--- config.mk ---
export PLATFORM = sky130hd
export DESIGN_NAME = memory_arbiter_flat
export DESIGN_NICKNAME = d
export VERILOG_FILES = /design/src/hdl/memsys_bus_pkg.sv /design/src/hdl/memsys_types_pkg.sv /design/src/hdl/iomem_if.sv /design/src/hdl/cache_mem_if.sv /design/src/hdl/memory_arbiter.sv /design/src/flat_wrapper.sv
export VERILOG_INCLUDE_DIRS = /design/src /design/src/hdl
export SDC_FILE = /design/constraint.sdc
export NUM_CORES = 1
export LEC_CHECK = 0
export BUFFER_PORTS_ARGS = -buffer_cell sky130_fd_sc_hd__buf_4
export CAP_MARGIN = 15
export CORE_AREA = 2 2 346 348
export DETAILED_ROUTE_END_ITERATION = 7
export DIE_AREA = 0 0 348 350
export GPL_TIMING_DRIVEN = 0
export SETUP_SLACK_MARGIN = 0.5
export SLEW_MARGIN = 10
export SYNTH_ARGS = -nofsm -noshare
export SYNTH_HDL_FRONTEND = slang
export SYNTH_SLANG_ARGS = --single-unit
export TNS_END_PERCENT = 100
--- constraint.sdc ---
create_clock -name clk_i -period 22.9 [get_ports clk_i]
set_input_delay 2.29 -clock clk_i [delete_from_list [all_inputs] [get_ports clk_i]]
set_output_delay 2.29 -clock clk_i [all_outputs]
set_load 0.005 [all_outputs]
--- src/hdl/memsys_config.svh ---
/*
  Memory subsystem configuration.
  Sets the cache geometry, the backing memory depth and the memory response latency.
*/
`ifndef MEMSYS_CONFIG_SVH
`define MEMSYS_CONFIG_SVH

// Number of lines in each direct-mapped cache.
`define MEMSYS_LINES 8

// Width of one cache block and one memory word, in bits.
`define MEMSYS_BLK_BITS 128

// Depth of the backing memory in blocks, which gives a 4 KiB address space.
`define MEMSYS_MEM_BLOCKS 256

// Cycles from an accepted memory request to its response pulse.
`define MEMSYS_MEM_LATENCY 3

`endif
--- src/hdl/memsys_bus_pkg.sv ---
/*
  Bus and controller encodings of the memory subsystem.
  Access sizes, arbiter grant states and cache controller states.
*/
`default_nettype none

package memsys_bus_pkg;

  // Access size of a request. SIZE_NONE marks a plain block read.
  typedef enum logic [1:0] {
    SIZE_NONE,
    SIZE_BYTE,
    SIZE_HALF,
    SIZE_WORD
  } size_e;

  // Which cache currently owns the memory port.
  typedef enum logic [1:0] {
    GRANT_IDLE,
    GRANT_ICACHE,
    GRANT_DCACHE
  } grant_e;

  // Both caches either serve from their arrays or wait on memory.
  typedef enum logic {
    CACHE_READY,
    CACHE_REFILL
  } cache_state_e;

endpackage

`default_nettype wire

--- src/hdl/memsys_types_pkg.sv ---
/*
  Data types of the memory subsystem.
  Widths for addresses, words, blocks, byte masks and the cache address split.
*/
`default_nettype none
`include "memsys_config.svh"

package memsys_types_pkg;

  // Address split of a cache lookup: tag, line index, byte offset in the block.
  localparam int unsigned OFF_BITS = $clog2(`MEMSYS_BLK_BITS / 8);
  localparam int unsigned IDX_BITS = $clog2(`MEMSYS_LINES);
  localparam int unsigned TAG_BITS = 32 - IDX_BITS - OFF_BITS;

  typedef logic [31:0]                   addr_t;
  typedef logic [31:0]                   word_t;
  typedef logic [`MEMSYS_BLK_BITS-1:0]   blk_t;
  // One bit per byte of a block.
  typedef logic [`MEMSYS_BLK_BITS/8-1:0] bmask_t;
  typedef logic [IDX_BITS-1:0]           line_idx_t;
  typedef logic [TAG_BITS-1:0]           tag_t;

endpackage

`default_nettype wire

--- src/hdl/iomem_if.sv ---
/*
  Link between the memory arbiter and the block RAM.
  The request is held as a level until the single-cycle response.
*/
`default_nettype none

interface iomem_if;

  logic                      valid;
  memsys_types_pkg::addr_t   addr;
  memsys_types_pkg::blk_t    wdata;
  memsys_types_pkg::bmask_t  wmask;
  logic                      res_valid;
  memsys_types_pkg::blk_t    rdata;

  modport arbiter (output valid, addr, wdata, wmask, input res_valid, rdata);

  modport memory (input valid, addr, wdata, wmask, output res_valid, rdata);

endinterface

`default_nettype wire

--- src/hdl/cache_mem_if.sv ---
/*
  Link between one cache and the memory arbiter.
  The cache pulses a request, the arbiter pulses the response with the block.
*/
`default_nettype none

interface cache_mem_if;

  logic                     req_valid;
  memsys_types_pkg::addr_t  req_addr;
  memsys_bus_pkg::size_e    req_size;
  // Store data already sits in its byte lane of the block.
  memsys_types_pkg::blk_t   req_wdata;
  logic                     res_valid;
  memsys_types_pkg::blk_t   res_blk;

  modport cache (
    output req_valid, req_addr, req_size, req_wdata,
    input  res_valid, res_blk
  );

  modport arbiter (
    input  req_valid, req_addr, req_size, req_wdata,
    output res_valid, res_blk
  );

endinterface

`default_nettype wire

--- src/hdl/memory_arbiter.sv ---
/*
  Memory arbiter.
  Holds the request pulses of both caches, alternates access to the block RAM,
  builds the byte write mask and returns each response to its cache.
*/
`default_nettype none
`include "memsys_config.svh"

module memory_arbiter (
  input  wire logic      clk_i,
  input  wire logic      rst_ni,
  cache_mem_if.arbiter   icache_i,
  cache_mem_if.arbiter   dcache_i,
  iomem_if.arbiter       iomem_o
);

  localparam int unsigned OFF_BITS = memsys_types_pkg::OFF_BITS;

  // Index 0 is the instruction cache, index 1 the data cache.
  logic [1:0]               req_v;
  memsys_types_pkg::addr_t  req_a [2];
  memsys_bus_pkg::size_e    req_s [2];
  memsys_types_pkg::blk_t   req_w [2];

  logic [1:0]               hold_v_q;
  memsys_types_pkg::addr_t  hold_a_q [2];
  memsys_bus_pkg::size_e    hold_s_q [2];
  memsys_types_pkg::blk_t   hold_w_q [2];

  memsys_bus_pkg::grant_e   grant_q;
  logic                     sel;
  logic [1:0]               done;
  logic [OFF_BITS-1:0]      off;

  always_comb begin
    req_v    = {dcache_i.req_valid, icache_i.req_valid};
    req_a[0] = icache_i.req_addr;
    req_a[1] = dcache_i.req_addr;
    req_s[0] = icache_i.req_size;
    req_s[1] = dcache_i.req_size;
    req_w[0] = icache_i.req_wdata;
    req_w[1] = dcache_i.req_wdata;
  end

  // The granted holding register drives memory until its response.
  assign sel = (grant_q == memsys_bus_pkg::GRANT_DCACHE);
  assign off = hold_a_q[sel][OFF_BITS-1:0];

  always_comb begin
    iomem_o.valid = (grant_q != memsys_bus_pkg::GRANT_IDLE) && hold_v_q[sel];
    iomem_o.addr  = hold_a_q[sel];
    iomem_o.wdata = hold_w_q[sel];
    // Reads carry an empty mask, stores enable one, two or four bytes.
    case (hold_s_q[sel])
      memsys_bus_pkg::SIZE_BYTE: iomem_o.wmask = memsys_types_pkg::bmask_t'(4'h1) << off;
      memsys_bus_pkg::SIZE_HALF: iomem_o.wmask = memsys_types_pkg::bmask_t'(4'h3) << off;
      memsys_bus_pkg::SIZE_WORD: iomem_o.wmask = memsys_types_pkg::bmask_t'(4'hf) << off;
      default:                   iomem_o.wmask = '0;
    endcase
  end

  // The response pulse goes straight back to the owner of the grant.
  assign done[0] = (grant_q == memsys_bus_pkg::GRANT_ICACHE) && iomem_o.res_valid;
  assign done[1] = (grant_q == memsys_bus_pkg::GRANT_DCACHE) && iomem_o.res_valid;

  assign icache_i.res_valid = done[0];
  assign icache_i.res_blk   = iomem_o.rdata;
  assign dcache_i.res_valid = done[1];
  assign dcache_i.res_blk   = iomem_o.rdata;

  always_ff @(posedge clk_i) begin
    if (!rst_ni) begin
      hold_v_q <= '0;
      grant_q  <= memsys_bus_pkg::GRANT_IDLE;
    end else begin
      for (int i = 0; i < 2; i++) begin
        // A finished slot is free again in the same edge.
        if (req_v[i] && (!hold_v_q[i] || done[i])) hold_v_q[i] <= 1'b1;
        else if (done[i]) hold_v_q[i] <= 1'b0;
      end
      case (grant_q)
        memsys_bus_pkg::GRANT_IDLE: begin
          // The instruction side wins a tie.
          if (hold_v_q[0]) grant_q <= memsys_bus_pkg::GRANT_ICACHE;
          else if (hold_v_q[1]) grant_q <= memsys_bus_pkg::GRANT_DCACHE;
        end
        memsys_bus_pkg::GRANT_ICACHE: begin
          if (done[0]) begin
            if (hold_v_q[1]) grant_q <= memsys_bus_pkg::GRANT_DCACHE;
            else if (req_v[0]) grant_q <= memsys_bus_pkg::GRANT_ICACHE;
            else grant_q <= memsys_bus_pkg::GRANT_IDLE;
          end
        end
        memsys_bus_pkg::GRANT_DCACHE: begin
          if (done[1]) begin
            if (hold_v_q[0]) grant_q <= memsys_bus_pkg::GRANT_ICACHE;
            else if (req_v[1]) grant_q <= memsys_bus_pkg::GRANT_DCACHE;
            else grant_q <= memsys_bus_pkg::GRANT_IDLE;
          end
        end
        default: grant_q <= memsys_bus_pkg::GRANT_IDLE;
      endcase
    end
  end

  // Request payload is captured together with its valid bit.
  always_ff @(posedge clk_i) begin
    for (int i = 0; i < 2; i++) begin
      if (req_v[i] && (!hold_v_q[i] || done[i])) begin
        hold_a_q[i] <= req_a[i];
        hold_s_q[i] <= req_s[i];
        hold_w_q[i] <= req_w[i];
      end
    end
  end

endmodule

`default_nettype wire

--- src/flat_wrapper.sv ---
// flat-port wrapper written by rule: the top's interface ports become plain ports
module memory_arbiter_flat 
  (clk_i, rst_ni, icache_i_req_valid, icache_i_req_addr, icache_i_req_size, icache_i_req_wdata, icache_i_res_valid, icache_i_res_blk, dcache_i_req_valid, dcache_i_req_addr, dcache_i_req_size, dcache_i_req_wdata, dcache_i_res_valid, dcache_i_res_blk, iomem_o_valid, iomem_o_addr, iomem_o_wdata, iomem_o_wmask, iomem_o_res_valid, iomem_o_rdata);
  cache_mem_if icache_i_i ();
  cache_mem_if dcache_i_i ();
  iomem_if iomem_o_i ();
  input  wire logic clk_i;
  input  wire logic rst_ni;
  input wire logic [$bits(icache_i_i.req_valid)-1:0] icache_i_req_valid;
  input wire logic [$bits(icache_i_i.req_addr)-1:0] icache_i_req_addr;
  input wire logic [$bits(icache_i_i.req_size)-1:0] icache_i_req_size;
  input wire logic [$bits(icache_i_i.req_wdata)-1:0] icache_i_req_wdata;
  output wire logic [$bits(icache_i_i.res_valid)-1:0] icache_i_res_valid;
  output wire logic [$bits(icache_i_i.res_blk)-1:0] icache_i_res_blk;
  input wire logic [$bits(dcache_i_i.req_valid)-1:0] dcache_i_req_valid;
  input wire logic [$bits(dcache_i_i.req_addr)-1:0] dcache_i_req_addr;
  input wire logic [$bits(dcache_i_i.req_size)-1:0] dcache_i_req_size;
  input wire logic [$bits(dcache_i_i.req_wdata)-1:0] dcache_i_req_wdata;
  output wire logic [$bits(dcache_i_i.res_valid)-1:0] dcache_i_res_valid;
  output wire logic [$bits(dcache_i_i.res_blk)-1:0] dcache_i_res_blk;
  output wire logic [$bits(iomem_o_i.valid)-1:0] iomem_o_valid;
  output wire logic [$bits(iomem_o_i.addr)-1:0] iomem_o_addr;
  output wire logic [$bits(iomem_o_i.wdata)-1:0] iomem_o_wdata;
  output wire logic [$bits(iomem_o_i.wmask)-1:0] iomem_o_wmask;
  input wire logic [$bits(iomem_o_i.res_valid)-1:0] iomem_o_res_valid;
  input wire logic [$bits(iomem_o_i.rdata)-1:0] iomem_o_rdata;
  assign icache_i_i.req_valid = icache_i_req_valid;
  assign icache_i_i.req_addr = icache_i_req_addr;
  assign icache_i_i.req_size = icache_i_req_size;
  assign icache_i_i.req_wdata = icache_i_req_wdata;
  assign icache_i_res_valid = icache_i_i.res_valid;
  assign icache_i_res_blk = icache_i_i.res_blk;
  assign dcache_i_i.req_valid = dcache_i_req_valid;
  assign dcache_i_i.req_addr = dcache_i_req_addr;
  assign dcache_i_i.req_size = dcache_i_req_size;
  assign dcache_i_i.req_wdata = dcache_i_req_wdata;
  assign dcache_i_res_valid = dcache_i_i.res_valid;
  assign dcache_i_res_blk = dcache_i_i.res_blk;
  assign iomem_o_valid = iomem_o_i.valid;
  assign iomem_o_addr = iomem_o_i.addr;
  assign iomem_o_wdata = iomem_o_i.wdata;
  assign iomem_o_wmask = iomem_o_i.wmask;
  assign iomem_o_i.res_valid = iomem_o_res_valid;
  assign iomem_o_i.rdata = iomem_o_rdata;
  memory_arbiter u_core (.clk_i(clk_i), .rst_ni(rst_ni), .icache_i(icache_i_i), .dcache_i(dcache_i_i), .iomem_o(iomem_o_i));
endmodule
==> results of run 1 <==
-- power by group through the flow --
stage	clock, µW	combinational (µW)	sequential (µW)
4_1_cts	630	305	716
5_1_grt	647	319	719
3_5_place_dp	0	304	728
6_report	605	294	716
2_1_floorplan	0	99.9	732
3_3_place_gp	0	295	742
-- sequential cells by signal, indices dropped and copies added, names as in the netlist --
name and cells:
u_core.hold_s_q 4, u_core.hold_v_q 2, u_core.hold_a_q 64, u_core.grant_q 2, u_core.hold_w_q 256
-- cell families (layout without fill, tap and decap cells) --
family	Yosys count	in the layout	synth area share, %
DFF	328	328	69.3
AOI/OAI and AO/OA	21	21	1.03
buffers and inverters	300	1144	14.9
other	0	10	0
and+or+nand+nor	519	519	14.1
muxes	7	7	0.645
-- worst max path at each step --
stage	start	end	slack, ps	cells after the start
finish	u_core.grant_q[1]$_SDFFE_PN0P_	iomem_o_addr[20]	17330	8
global placement	iomem_o_res_valid	u_core.hold_w_q[1][73]$_DFFE_PP_	7810	4
floorplan	iomem_o_res_valid	u_core.hold_a_q[1][0]$_DFFE_PP_	12960	3
detailed placement	u_core.grant_q[1]$_SDFFE_PN0P_	iomem_o_addr[20]	17840	8
global route	u_core.grant_q[1]$_SDFFE_PN0P_	iomem_o_addr[20]	17130	8
CTS	u_core.grant_q[1]$_SDFFE_PN0P_	iomem_o_addr[20]	17150	8
-- layer usage --
metal	share of wire (%)	track usage, %
met1	36	12.2
met2	51	20.4
met3	9.7	4.10
met4	2.7	3.30
met5	0	0
-- cell usage in the layout (no fill, tap or decap), types with 3 or more instances in the layout --
cell type,Yosys,layout
sky130_fd_sc_hd__buf_4,257,1020
sky130_fd_sc_hd__o21ai_0,5,5
sky130_fd_sc_hd__nor3_1,5,5
sky130_fd_sc_hd__clkbuf_2,0,3
sky130_fd_sc_hd__edfxtp_1,324,324
sky130_fd_sc_hd__nand3_1,6,6
sky130_fd_sc_hd__buf_12,0,6
sky130_fd_sc_hd__clkbuf_16,0,41
sky130_fd_sc_hd__clkinv_1,0,10
sky130_fd_sc_hd__a211oi_1,3,3
sky130_fd_sc_hd__buf_2,12,12
sky130_fd_sc_hd__nand2_1,480,480
sky130_fd_sc_hd__mux2i_1,3,3
sky130_fd_sc_hd__nor2_1,17,16
sky130_fd_sc_hd__buf_16,0,4
sky130_fd_sc_hd__diode_2,0,10
sky130_fd_sc_hd__buf_1,7,7
sky130_fd_sc_hd__clkbuf_1,16,25
sky130_fd_sc_hd__dfxtp_1,4,4
sky130_fd_sc_hd__inv_1,6,6
-- worst max-delay path, cell delays in order, from the launching register on --
cell and delay [ps]:
sky130_fd_sc_hd__dfxtp_1 490, sky130_fd_sc_hd__nor2b_2 220, sky130_fd_sc_hd__buf_6 150, sky130_fd_sc_hd__buf_4 190, sky130_fd_sc_hd__buf_2 470, sky130_fd_sc_hd__buf_1 720, sky130_fd_sc_hd__nand2_1 160, sky130_fd_sc_hd__nand2_1 160
sky130_fd_sc_hd__buf_4 130
-- final cells by class --
class                      count  area, µm²
inverter                       7       26.3
sequential                   328       9810
timing repair buffer         773       5960
buffer                       293       2090
tap                         1536       1920
clock inverter                18        164
clock buffer                  53       1070
fill                       12800      94500
antenna                       10       25.0
multi-input combinational    547       2240
-- metrics by stage --
| step | std cells | utilization (%) |
|---|---|---|
| 2_1_floorplan | 1175 | - |
| 3_3_place_gp | 3474 | 18.5 |
| 3_5_place_dp | 3484 | 18.7 |
| 4_1_cts | 3555 | 19.8 |
| 5_1_grt | 3561 | 19.8 |
| 6_report | 3565 | 19.8 |
==> Flow_metrics.wiki, run 1 <==
{| class="wikitable"
! Metric !! Value
|-
| Remaining max-slew budget at the tightest pin || between 30% and 40%
|-
| CTS buffer count || slightly above 40
|-
| Launch instance of the worst min-delay path || u_core.grant_q[1]$_SDFFE_PN0P_
|-
| Root Buffer || sky130_fd_sc_hd__clkbuf_16
|-
| Destination of the worst register-to-register timing path || u_core.hold_w_q[1][59]$_DFFE_PP_
|-
| Fraction of registers with async set/reset || 0%
|-
| Number of cells on the worst hold path || 1
|-
| Worst Setup End Kind || primary output
|-
| Gate power share || between 10% and 20%
|-
| Global-route wire length before repair || between 90000 and 100000 µm
|-
| Register area share after synthesis || a little under 70%
|-
| CTS hold repair buffers || 0
|-
| Critical path data required time || between 20000 and 25000 ps
|-
| Critical path type || reg -> out
|-
| Final period utilization || approximately 24%
|-
| Vias after detailed routing || between 10k and 15k
|-
| Detailed Route Iter0 Violations || between 400 and 500
|-
| Core area || 118000 µm²
|-
| Sequential cell fraction of total power || around 44%
|-
| Number of maximum-capacitance violations || 0
|-
| DIE HEIGHT || 350 µm
|-
| Hold Crit Endpoint || u_core.grant_q[0]$_SDFFE_PN0P_
|-
| Post-Synthesis Cell Area || between 10000 and 15000 µm²
|-
| Slew at the pin closest to its max-slew limit || roughly 960 ps
|-
| Overflow left after global routing || 0
|-
| Post-cts gate resize count || 0
|-
| Post-route setup slack || ~17000 ps
|-
| H-tree levels || 2
|-
| Clock tree sinks || between 300 and 400
|-
| Port buffer count || 763
|-
| Row count || 126
|-
| Tightest Hold Check Type || reg -> reg
|-
| Max Fanout on Critical Path || 11
|-
| Post-route cell area || approximately 23000 µm²
|-
| Post-CTS setup repair buffer count || 0
|-
| Reg2reg path depth || 11
|-
| Startpoint of the worst register-to-register path || u_core.grant_q[1]$_SDFFE_PN0P_
|-
| Setup violations, final || 0
|-
| Primary flip-flop cell chosen by synthesis mapping || sky130_fd_sc_hd__edfxtp_1
|-
| Area of placed instances || about 22000 µm²
|-
| CTS clock-pin slew for the worst setup and hold paths || about 50 ps
|-
| Post-detailed-route DRC marker count || 0
|-
| Final critical delay including setup and external delays || between 5000 and 6000 ps
|-
| Routed WL || about 73000 µm
|-
| Kind of start point of the critical path || register
|-
| Maximum number of pins on one net before global-route repair || between 60 and 70
|-
| Clock tree from TritonCTS || yes
|-
| Die Wd || about 350 µm
|-
| Total count of hold-check failures in the final report || 0
|-
| Post-synthesis sequential element count || 328
|-
| Most frequent cell after synthesis || sky130_fd_sc_hd__nand2_1
|-
| Vias in the first global route || 11.0k
|-
| Worst setup timing slack at the placement stage || 17840 ps
|-
| Area added between synthesis and finish || 64.7%
|-
| Gate count after technology mapping || 1175
|-
| Run status || complete, no violations
|-
| Unique masters post-synth || 38
|-
| Power density over cell area || 69.3 nW/µm²
|-
| Switching part of the total || roughly a quarter
|-
| Number of ports placed on the die boundary || ~900
|-
| Latest clock arrival within the worst-skew pair || roughly 590 ps
|-
| Yosys warning total || 0
|-
| Most frequent cells after synthesis || 480 x sky130_fd_sc_hd__nand2_1, 324 x sky130_fd_sc_hd__edfxtp_1, 257 x sky130_fd_sc_hd__buf_4
|-
| Max VDD drop || between 0.00006 and 0.00007 V
|-
| Power share of the clock group || a little under two fifths
|-
| Leakage || 0.0104 µW
|-
| GP Congestion || 0.862
|-
| Initial standard-cell utilization of the core || about an eighth
|-
| Die footprint || 122000 µm²
|-
| Detailed-placement wirelength estimate || 62300 µm
|-
| Layout cells sized above 1 || 54.7%
|-
| Setup slack on the worst flop-to-flop path || 19780 ps
|-
| 1st-pass router iterations || 5
|-
| Mean number of vias per cell || ~3.2
|-
| Number of antenna violations at the first check in global routing || 4
|-
| Slew Limit Fails || 0
|-
| Average routed wire per standard cell || slightly above 20 µm
|-
| Cells taking the most area after synthesis || sky130_fd_sc_hd__edfxtp_1 69%, sky130_fd_sc_hd__buf_4 14%, sky130_fd_sc_hd__nand2_1 13%
|-
| Remaining antenna violation count || 0
|-
| Mean cell area of the mapped netlist || approximately 12 µm²
|-
| Total routing resource utilization after global routing || between 10 and 15%
|-
| Internal Dissipation || between 1000 and 1500 µW
|-
| Number of synthesized flops with an enable pin || roughly 320
|-
| Switching Power || between 400 and 500 µW
|-
| Overall Power || 1620 µW
|-
| Share of Yosys cell area claimed by the top area cell type || around 69%
|-
| RSZ-0062 raised after global routing || no
|-
| Fin Hold WS || between 500 and 600 ps
|-
| Net count of the finished layout || between 2k and 2.5k
|-
| Cell accounting for the most synthesized area || sky130_fd_sc_hd__edfxtp_1
|-
| Setup TNS Final || 0 ps
|-
| Arrival time worst endpoint || between 3000 and 4000 ps
|-
| Fmax || between 0.15 and 0.2 GHz
|-
| Clock Skew || approximately 12 ps
|-
| Max Buffers Root-to-Sink || 3
|-
| Synthesized netlist net count || 1632
|}
Note: power is estimated with default switching activity, not from simulation.
==> run 2: changes to the inputs <==
clock period = 5.2 ns   (was 22.9 ns; I/O delays follow)
==> run 2 against run 1 <==
  * First-iteration DRC count grew 5.7%
  * Combinational power rose to 4.5 times the previous value
  * Die area unchanged
  * Sequential cell count did not move
  * Critical path depth decreased by 1
  * Total power rose to 4.5 times the previous value
  * Via count decreased by 0.34%
  * Hold slack got worse by 490 ps
  * Sequential power grew to 4.4 times the previous value
  * Global-route usage increased by 0.56 points
  * Utilization is essentially flat
  * Routed wire length rose by 4.4%
  * Critical path type unchanged
  * Critical endpoint is now iomem_o_wdata[69]
  * Largest cell class unchanged
  * Largest power group unchanged
==> Flow_metrics.wiki, run 2 (same netlist as run 1, synthesis figures left out) <==
{| class="wikitable"
! Metric !! Value
|-
| CTS buffer count || 40
|-
| Power density over cell area || about 310 nW/µm²
|-
| Post-CTS setup repair buffer count || 0
|-
| Total count of hold-check failures in the final report || 0
|-
| Routed WL || approximately 76000 µm
|-
| Remaining antenna violation count || 0
|-
| Die footprint || between 100000 and 150000 µm²
|-
| Clock tree from TritonCTS || yes
|-
| Net count of the finished layout || 2446
|-
| CTS clock-pin slew for the worst setup and hold paths || 60 ps
|-
| Detailed Route Iter0 Violations || 448
|-
| Switching part of the total || between 20% and 30%
|-
| Average routed wire per standard cell || ~21 µm
|-
| Total routing resource utilization after global routing || between 10% and 20%
|-
| Commonest non-fill, non-tap cells in the layout || 1020 x sky130_fd_sc_hd__buf_4, 480 x sky130_fd_sc_hd__nand2_1, 324 x sky130_fd_sc_hd__edfxtp_1
|-
| Row count || between 100 and 150
|-
| Number of ports placed on the die boundary || around 890
|-
| H-tree levels || 2
|-
| Power share of the clock group || about two fifths
|-
| Max Fanout on Critical Path || 10
|-
| Final critical delay including setup and external delays || around 3800 ps
|-
| Area added between synthesis and finish || 65.0%
|-
| Max Buffers Root-to-Sink || 3
|-
| Number of fill cells || 12.8k
|-
| Post-route core utilization || 19.8%
|-
| Clock tree sinks || 328
|-
| Commonest non-fill, non-tap cell in the layout || sky130_fd_sc_hd__buf_4
|-
| Switching Power || ~1900 µW
|-
| Vias in the first global route || 11.0k
|-
| Final period utilization || between 70% and 80%
|-
| Global-route wire length before repair || 95400 µm
|-
| Largest registers || u_core.hold_w_q: 256 flops, u_core.hold_a_q: 64 flops, u_core.hold_s_q: 4 flops
|-
| Mean number of vias per cell || 3.17
|-
| DIE HEIGHT || roughly 350 µm
|-
| Run status || complete, no violations
|-
| Internal Dissipation || 5450 µW
|-
| Initial standard-cell utilization of the core || between 10% and 20%
|-
| Slew at the pin closest to its max-slew limit || roughly 1000 ps
|-
| Die Wd || roughly 350 µm
|-
| Port buffer count || ~760
|-
| Post-cts gate resize count || 0
|-
| 1st-pass router iterations || 4
|-
| Detailed-placement wirelength estimate || approximately 66000 µm
|-
| Arrival time worst endpoint || between 3000 and 4000 ps
|-
| Slew Limit Fails || 0
|-
| Worst Setup End Kind || primary output
|-
| Remaining max-slew budget at the tightest pin || 33.1%
|-
| Max VDD drop || approximately 0.00028 V
|-
| Overflow left after global routing || 0
|-
| Setup violations, final || 0
|-
| Kind of start point of the critical path || register
|-
| Latest clock arrival within the worst-skew pair || around 610 ps
|-
| Critical path data required time || about 4700 ps
|-
| Layout cells sized above 1 || between 50% and 60%
|-
| Register bank with the most flops || u_core.hold_w_q
|-
| Maximum number of pins on one net before global-route repair || 56
|-
| RSZ-0062 raised after global routing || no
|-
| Sequential cell fraction of total power || 43.1%
|-
| Clock Skew || 34.9 ps
|-
| Number of antenna violations at the first check in global routing || 12
|-
| Tightest Hold Check Type || in -> reg
|-
| Post-route setup slack || roughly 1400 ps
|-
| Number of maximum-capacitance violations || 0
|-
| Critical path type || reg -> out
|-
| Root Buffer || sky130_fd_sc_hd__clkbuf_16
|-
| CTS hold repair buffers || 0
|-
| GP Congestion || between 0.9 and 1
|-
| Fmax || between 0.2 and 0.3 GHz
|-
| Vias after detailed routing || between 10k and 15k
|-
| Gate power share || 17.8%
|-
| Worst setup timing slack at the placement stage || approximately 1900 ps
|-
| Flip-flop count of the largest register, all copies and words added || between 200 and 300
|-
| Core area || about 120000 µm²
|-
| Post-detailed-route DRC marker count || 0
|-
| Leakage || between 0.01 and 0.015 µW
|}
run 2: changes by cell type in the layout (fill, tap and decap cells not counted), sizes merged:
cell | before | now
buf | 1050 | 1049
clkinv | 15 | 14
diode | 10 | 8
bufinv | 1 | 5
inv | 9 | 10
clkbuf | 69 | 63
clkinvlp | 0 | 1
run 2: power by group through the flow:
stage / clock network, µW / logic, µW / registers (µW)
after detailed placement: 0 / 1350 / 3210
after global placement: 0 / 1310 / 3230
after floorplan: 0 / 441 / 3200
after CTS: 2960 / 1350 / 3150
after global routing: 3060 / 1410 / 3170
final: 2860 / 1310 / 3150
run 2: area by class of cell:
type / count / area, µm² / area share [%]
clock inverter: 23 / 300 / 1.29
sequential: 328 / 9810 / 42.0
tap: 1536 / 1920 / 8.23
inverter: 7 / 26.3 / 0.112
clock buffer: 47 / 1030 / 4.40
timing repair buffer: 772 / 5920 / 25.4
antenna: 8 / 20.0 / 0.0857
buffer: 293 / 2090 / 8.95
multi-input combinational: 547 / 2240 / 9.60
run 2: per-layer routing:
metal,vias to the layer above,routed length [µm],track usage [%]
met5,-,78,0
met4,12,2390,3.80
met3,82,6700,4.12
met2,629,37800,20.8
met1,5248,29000,13.3
li1,5303,-,-
run 2: worst paths after layout:
kind                                  startpoint                                end  slack (ps)  cells past startpoint
setup / recovery  u_core.grant_q[0]$_SDFFE_PN0P_                  iomem_o_wdata[69]        1420                      7
hold / removal           dcache_i_req_wdata[109]  u_core.hold_w_q[1][109]$_DFFE_PP_          80                      1
setup reg to reg  u_core.grant_q[1]$_SDFFE_PN0P_   u_core.hold_a_q[1][21]$_DFFE_PP_        2010                     10
hold reg to reg   u_core.grant_q[1]$_SDFFE_PN0P_     u_core.grant_q[0]$_SDFFE_PN0P_         570                      1
run 2: worst max-delay path, cell delays in order (launching register included):
cell	delay (ps)
sky130_fd_sc_hd__dfxtp_1	490
sky130_fd_sc_hd__nand2b_1	140
sky130_fd_sc_hd__buf_2	200
sky130_fd_sc_hd__clkbuf_1	760
sky130_fd_sc_hd__clkbuf_1	560
sky130_fd_sc_hd__nand2_1	110
sky130_fd_sc_hd__nand2_1	190
sky130_fd_sc_hd__buf_4	160
run 2: per-stage QoR:
stage                     instances  setup TNS [ps]  area, µm²  total power, µW  hold slack, ps
after global placement         3474          -82750      21800             4540             540
after CTS                      3553               0      23300             7470            27.6
after floorplan                1175               0      14200             3640             483
after global routing           3557               0      23400             7640            35.4
after detailed placement       3483               0      22000             4560             544
final                          3561               0      23400             7320            84.7
==> run 3: changes to the inputs <==
ABC_AREA = 1   (was unset)
CORE_AREA = 2 2 347 349   (was 2 2 346 348)
DIE_AREA = 0 0 349 351   (was 0 0 348 350)
clock period = 3.8 ns   (was 5.2 ns; I/O delays follow)
==> run 3 against run 2 <==
  * Clock skew fell by 13 ps
  * Routed wire length increased by 5.7%
  * Hold slack improved by 19 ps
  * Non-clock buffer count is 328 higher
  * Combinational power increased by 140%
  * Synthesized area rose by 0.58%
  * Register-to-register slack worse by 1100 ps
  * Synthesized cell count increased by 3.2%
  * Die area up 0.57%
  * Worst setup slack got worse by 740 ps
  * Total power is 55% higher
  * Critical endpoint is now iomem_o_addr[28]
  * Largest power group unchanged
==> Flow_metrics.wiki, run 3 <==
{| class="wikitable"
! Metric !! Value
|-
| Fraction of registers with async set/reset || 0%
|-
| Max VDD drop || slightly above 0.0004 V
|-
| Max Buffers Root-to-Sink || 3
|-
| CTS buffer count || between 40 and 50
|-
| 1st-pass router iterations || 5
|-
| Detailed Route Iter0 Violations || approximately 600
|-
| Synthesized netlist net count || about 1.7k
|-
| Post-detailed-route DRC marker count || 0
|-
| Post-CTS setup repair buffer count || 0
|-
| Sequential cell fraction of total power || between 30% and 40%
|-
| RSZ-0062 raised after global routing || no
|-
| Fraction of synthesized area in multiplexers || 0%
|-
| Number of synthesized flops with an enable pin || between 300 and 400
|-
| Most frequent cells after synthesis || 506 x sky130_fd_sc_hd__nand2_1, 324 x sky130_fd_sc_hd__edfxtp_1, 258 x sky130_fd_sc_hd__buf_4
|-
| Combined area of the multi-input logic cells || between 2000 and 2500 µm²
|-
| Remaining antenna violation count || 0
|-
| Area of placed instances || approximately 22000 µm²
|-
| Cell accounting for the most synthesized area || sky130_fd_sc_hd__edfxtp_1
|-
| Clock Skew || about 22 ps
|-
| Share of the synthesized area in compound gates (AO/OA/AOI/OAI) || less than 1%
|-
| Switching Power || roughly 3300 µW
|-
| Internal Dissipation || 8000 µW
|-
| Remaining max-slew budget at the tightest pin || 41.7%
|-
| GP Congestion || between 0.8 and 0.9
|-
| Slew Limit Fails || 0
|-
| Cells taking the most area after synthesis || sky130_fd_sc_hd__edfxtp_1 68%, sky130_fd_sc_hd__buf_4 14%, sky130_fd_sc_hd__nand2_1 13%
|-
| Register area share after synthesis || between 60 and 70%
|-
| Row count || 127
|-
| Yosys warning total || 0
|-
| Number of ports placed on the die boundary || between 800 and 900
|-
| Slew at the pin closest to its max-slew limit || a little under 900 ps
|-
| Setup TNS Final || 0 ps
|-
| Latest clock arrival within the worst-skew pair || 580 ps
|-
| Tightest Hold Check Type || in -> reg
|-
| Clock tree from TritonCTS || yes
|-
| Layout cells sized above 1 || a little under half
|-
| Gate power share || 27.2%
|-
| Number of antenna violations at the first check in global routing || 13
|-
| Maximum number of pins on one net before global-route repair || 30
|-
| Mean number of vias per cell || approximately 3.3
|-
| Share of Yosys cell area claimed by the top area cell type || around two thirds
|-
| CTS clock-pin slew for the worst setup and hold paths || roughly 60 ps
|-
| Simple-gate share of the synthesized area || 15.0%
|-
| Total routing resource utilization after global routing || approximately an eighth
|-
| Commonest non-fill, non-tap cells in the layout || 1021 x sky130_fd_sc_hd__buf_4, 506 x sky130_fd_sc_hd__nand2_1, 324 x sky130_fd_sc_hd__dlygate4sd3_1, 324 x sky130_fd_sc_hd__edfxtp_1, 41 x sky130_fd_sc_hd__clkbuf_16
|-
| Arrival time worst endpoint || roughly 2700 ps
|-
| Detailed-placement wirelength estimate || 65300 µm
|-
| H-tree levels || 2
|-
| Critical path type || reg -> out
|-
| Die Wd || roughly 350 µm
|-
| Net count of the finished layout || 2814
|-
| Sequential cell area || just under 10000 µm²
|-
| DIE HEIGHT || approximately 350 µm
|-
| Root Buffer || sky130_fd_sc_hd__clkbuf_16
|-
| Vias in the first global route || around 13k
|-
| Register bank with the most flops || u_core.hold_w_q
|-
| Most frequent cell after synthesis || sky130_fd_sc_hd__nand2_1
|-
| Total count of hold-check failures in the final report || 0
|-
| Global-route wire length before repair || ~100000 µm
|-
| Fin Hold WS || 104 ps
|-
| Unique masters post-synth || 22
|-
| Critical path data required time || 3420 ps
|-
| XOR/XNOR Fraction of Synth Area || 0%
|-
| Kind of start point of the critical path || register
|-
| Gate count after technology mapping || 1213
|-
| Routed WL || 80400 µm
|-
| Power density over cell area || between 400 and 500 nW/µm²
|-
| Leakage || ~0.012 µW
|-
| Average routed wire per standard cell || approximately 20 µm
|-
| Largest registers || u_core.hold_w_q: 256 flops, u_core.hold_a_q: 64 flops, u_core.hold_s_q: 4 flops
|-
| Overflow left after global routing || 0
|-
| Power share of the clock group || 34.5%
|-
| Vias after detailed routing || 12.9k
|-
| Combinational family with the most area after synthesis || buffers and inverters
|-
| Core area || about 120000 µm²
|-
| Post-Synthesis Cell Area || roughly 14000 µm²
|-
| Flip-flop count of the largest register, all copies and words added || between 200 and 300
|-
| Initial standard-cell utilization of the core || a little under an eighth
|-
| Worst Setup End Kind || primary output
|-
| Number of fill cells || 12.5k
|-
| Final period utilization || a little over 80%
|-
| Post-route cell area || around 27000 µm²
|-
| Primary flip-flop cell chosen by synthesis mapping || sky130_fd_sc_hd__edfxtp_1
|-
| Adder-cell area share of the yosys netlist || 0%
|-
| Fmax || 0.321 GHz
|-
| Final critical delay including setup and external delays || a little over 3000 ps
|-
| Port buffer count || between 700 and 800
|-
| Post-synthesis sequential element count || 328
|-
| Die footprint || about 120000 µm²
|-
| Setup violations, final || 0
|-
| Commonest non-fill, non-tap cell in the layout || sky130_fd_sc_hd__buf_4
|-
| Switching part of the total || 29.2%
|-
| Mean cell area of the mapped netlist || between 10 and 15 µm²
|-
| Area added between synthesis and finish || 88.4%
|-
| Max Fanout on Critical Path || 10
|-
| Number of maximum-capacitance violations || 0
|-
| Run status || complete, no violations
|-
| Clock tree sinks || ~330
|}
==> run 3: per-stage QoR <==
| stage | worst slack [ps] | util, % | std cells | power (µW) |
|---|---|---|---|---|
| detailed placement | 879 | 18.7 | 3538 | 7260 |
| global placement | -1990 | 18.4 | 3524 | 7220 |
| global route | 500 | 22.5 | 3941 | 11900 |
| finish | 688 | 22.5 | 3946 | 11300 |
| floorplan | 13.4 | - | 1213 | 5380 |
| CTS | 513 | 22.5 | 3937 | 11500 |
==> run 3: area by class of cell <==
cell class / count / share of cell area (%)
clock buffers: 45 / 3.88
clock inverters: 30 / 0.998
well taps: 1548 / 7.22
flip-flops and latches: 328 / 36.6
diodes: 9 / 0.0839
multi-input cells: 571 / 8.42
plain buffers: 292 / 7.92
inverters: 22 / 0.317
repair buffers: 1101 / 34.6
==> run 3: final timing paths <==
check | from | end | slack, ps | cells after the start
worst min-delay path | rst_ni | u_core.hold_v_q[1]$_SDFFE_PN0P_ | 100 | 3
worst max-delay path | u_core.grant_q[0]$_SDFFE_PN0P_ | iomem_o_addr[28] | 690 | 7
worst min register to register | u_core.hold_v_q[1]$_SDFFE_PN0P_ | u_core.hold_v_q[1]$_SDFFE_PN0P_ | 520 | 2
worst max register to register | u_core.grant_q[0]$_SDFFE_PN0P_ | u_core.hold_w_q[1][114]$_DFFE_PP_ | 950 | 11
==> run 3: power by group through the flow <==
| stage | clock network, µW | registers (µW) | logic (µW) |
|---|---|---|---|
| finish | 3900 | 4330 | 3080 |
| global route | 4170 | 4350 | 3340 |
| CTS | 4040 | 4330 | 3160 |
| detailed placement | 0 | 4400 | 2860 |
| global placement | 0 | 4430 | 2790 |
| floorplan | 0 | 4400 | 981 |
==> run 3: critical path, cell delays in order, from the launching register on <==
cell	delay, ps
sky130_fd_sc_hd__dfxtp_2	380
sky130_fd_sc_hd__inv_4	80
sky130_fd_sc_hd__nand2_4	140
sky130_fd_sc_hd__buf_6	210
sky130_fd_sc_hd__clkbuf_1	670
sky130_fd_sc_hd__nand2_1	190
sky130_fd_sc_hd__nand2_1	280
sky130_fd_sc_hd__buf_4	170
==> run 3: routing by layer <==
metal | up-vias | share of wire (%) | wire length [µm] | global-route usage [%]
li1 | 6046 | - | - | -
met1 | 6010 | 38 | 30300 | 13.7
met2 | 699 | 52 | 41900 | 23.1
met3 | 94 | 7.5 | 6050 | 3.43
met4 | 6 | 2.6 | 2060 | 3.54
met5 | - | 0.051 | 41 | 0
==> run 3: logic make-up after synthesis <==
family,Yosys count
buffers and inverters,314
AOI/OAI and AO/OA,19
DFF,328
and+or+nand+nor,552
==> run 3: repair_timing <==
action | CTS | global route
resized for setup | 2 | 2
endpoints found under the setup margin | 18 | 6
hold buffers | 324 | 0
endpoints found under the hold margin | 324 | 0
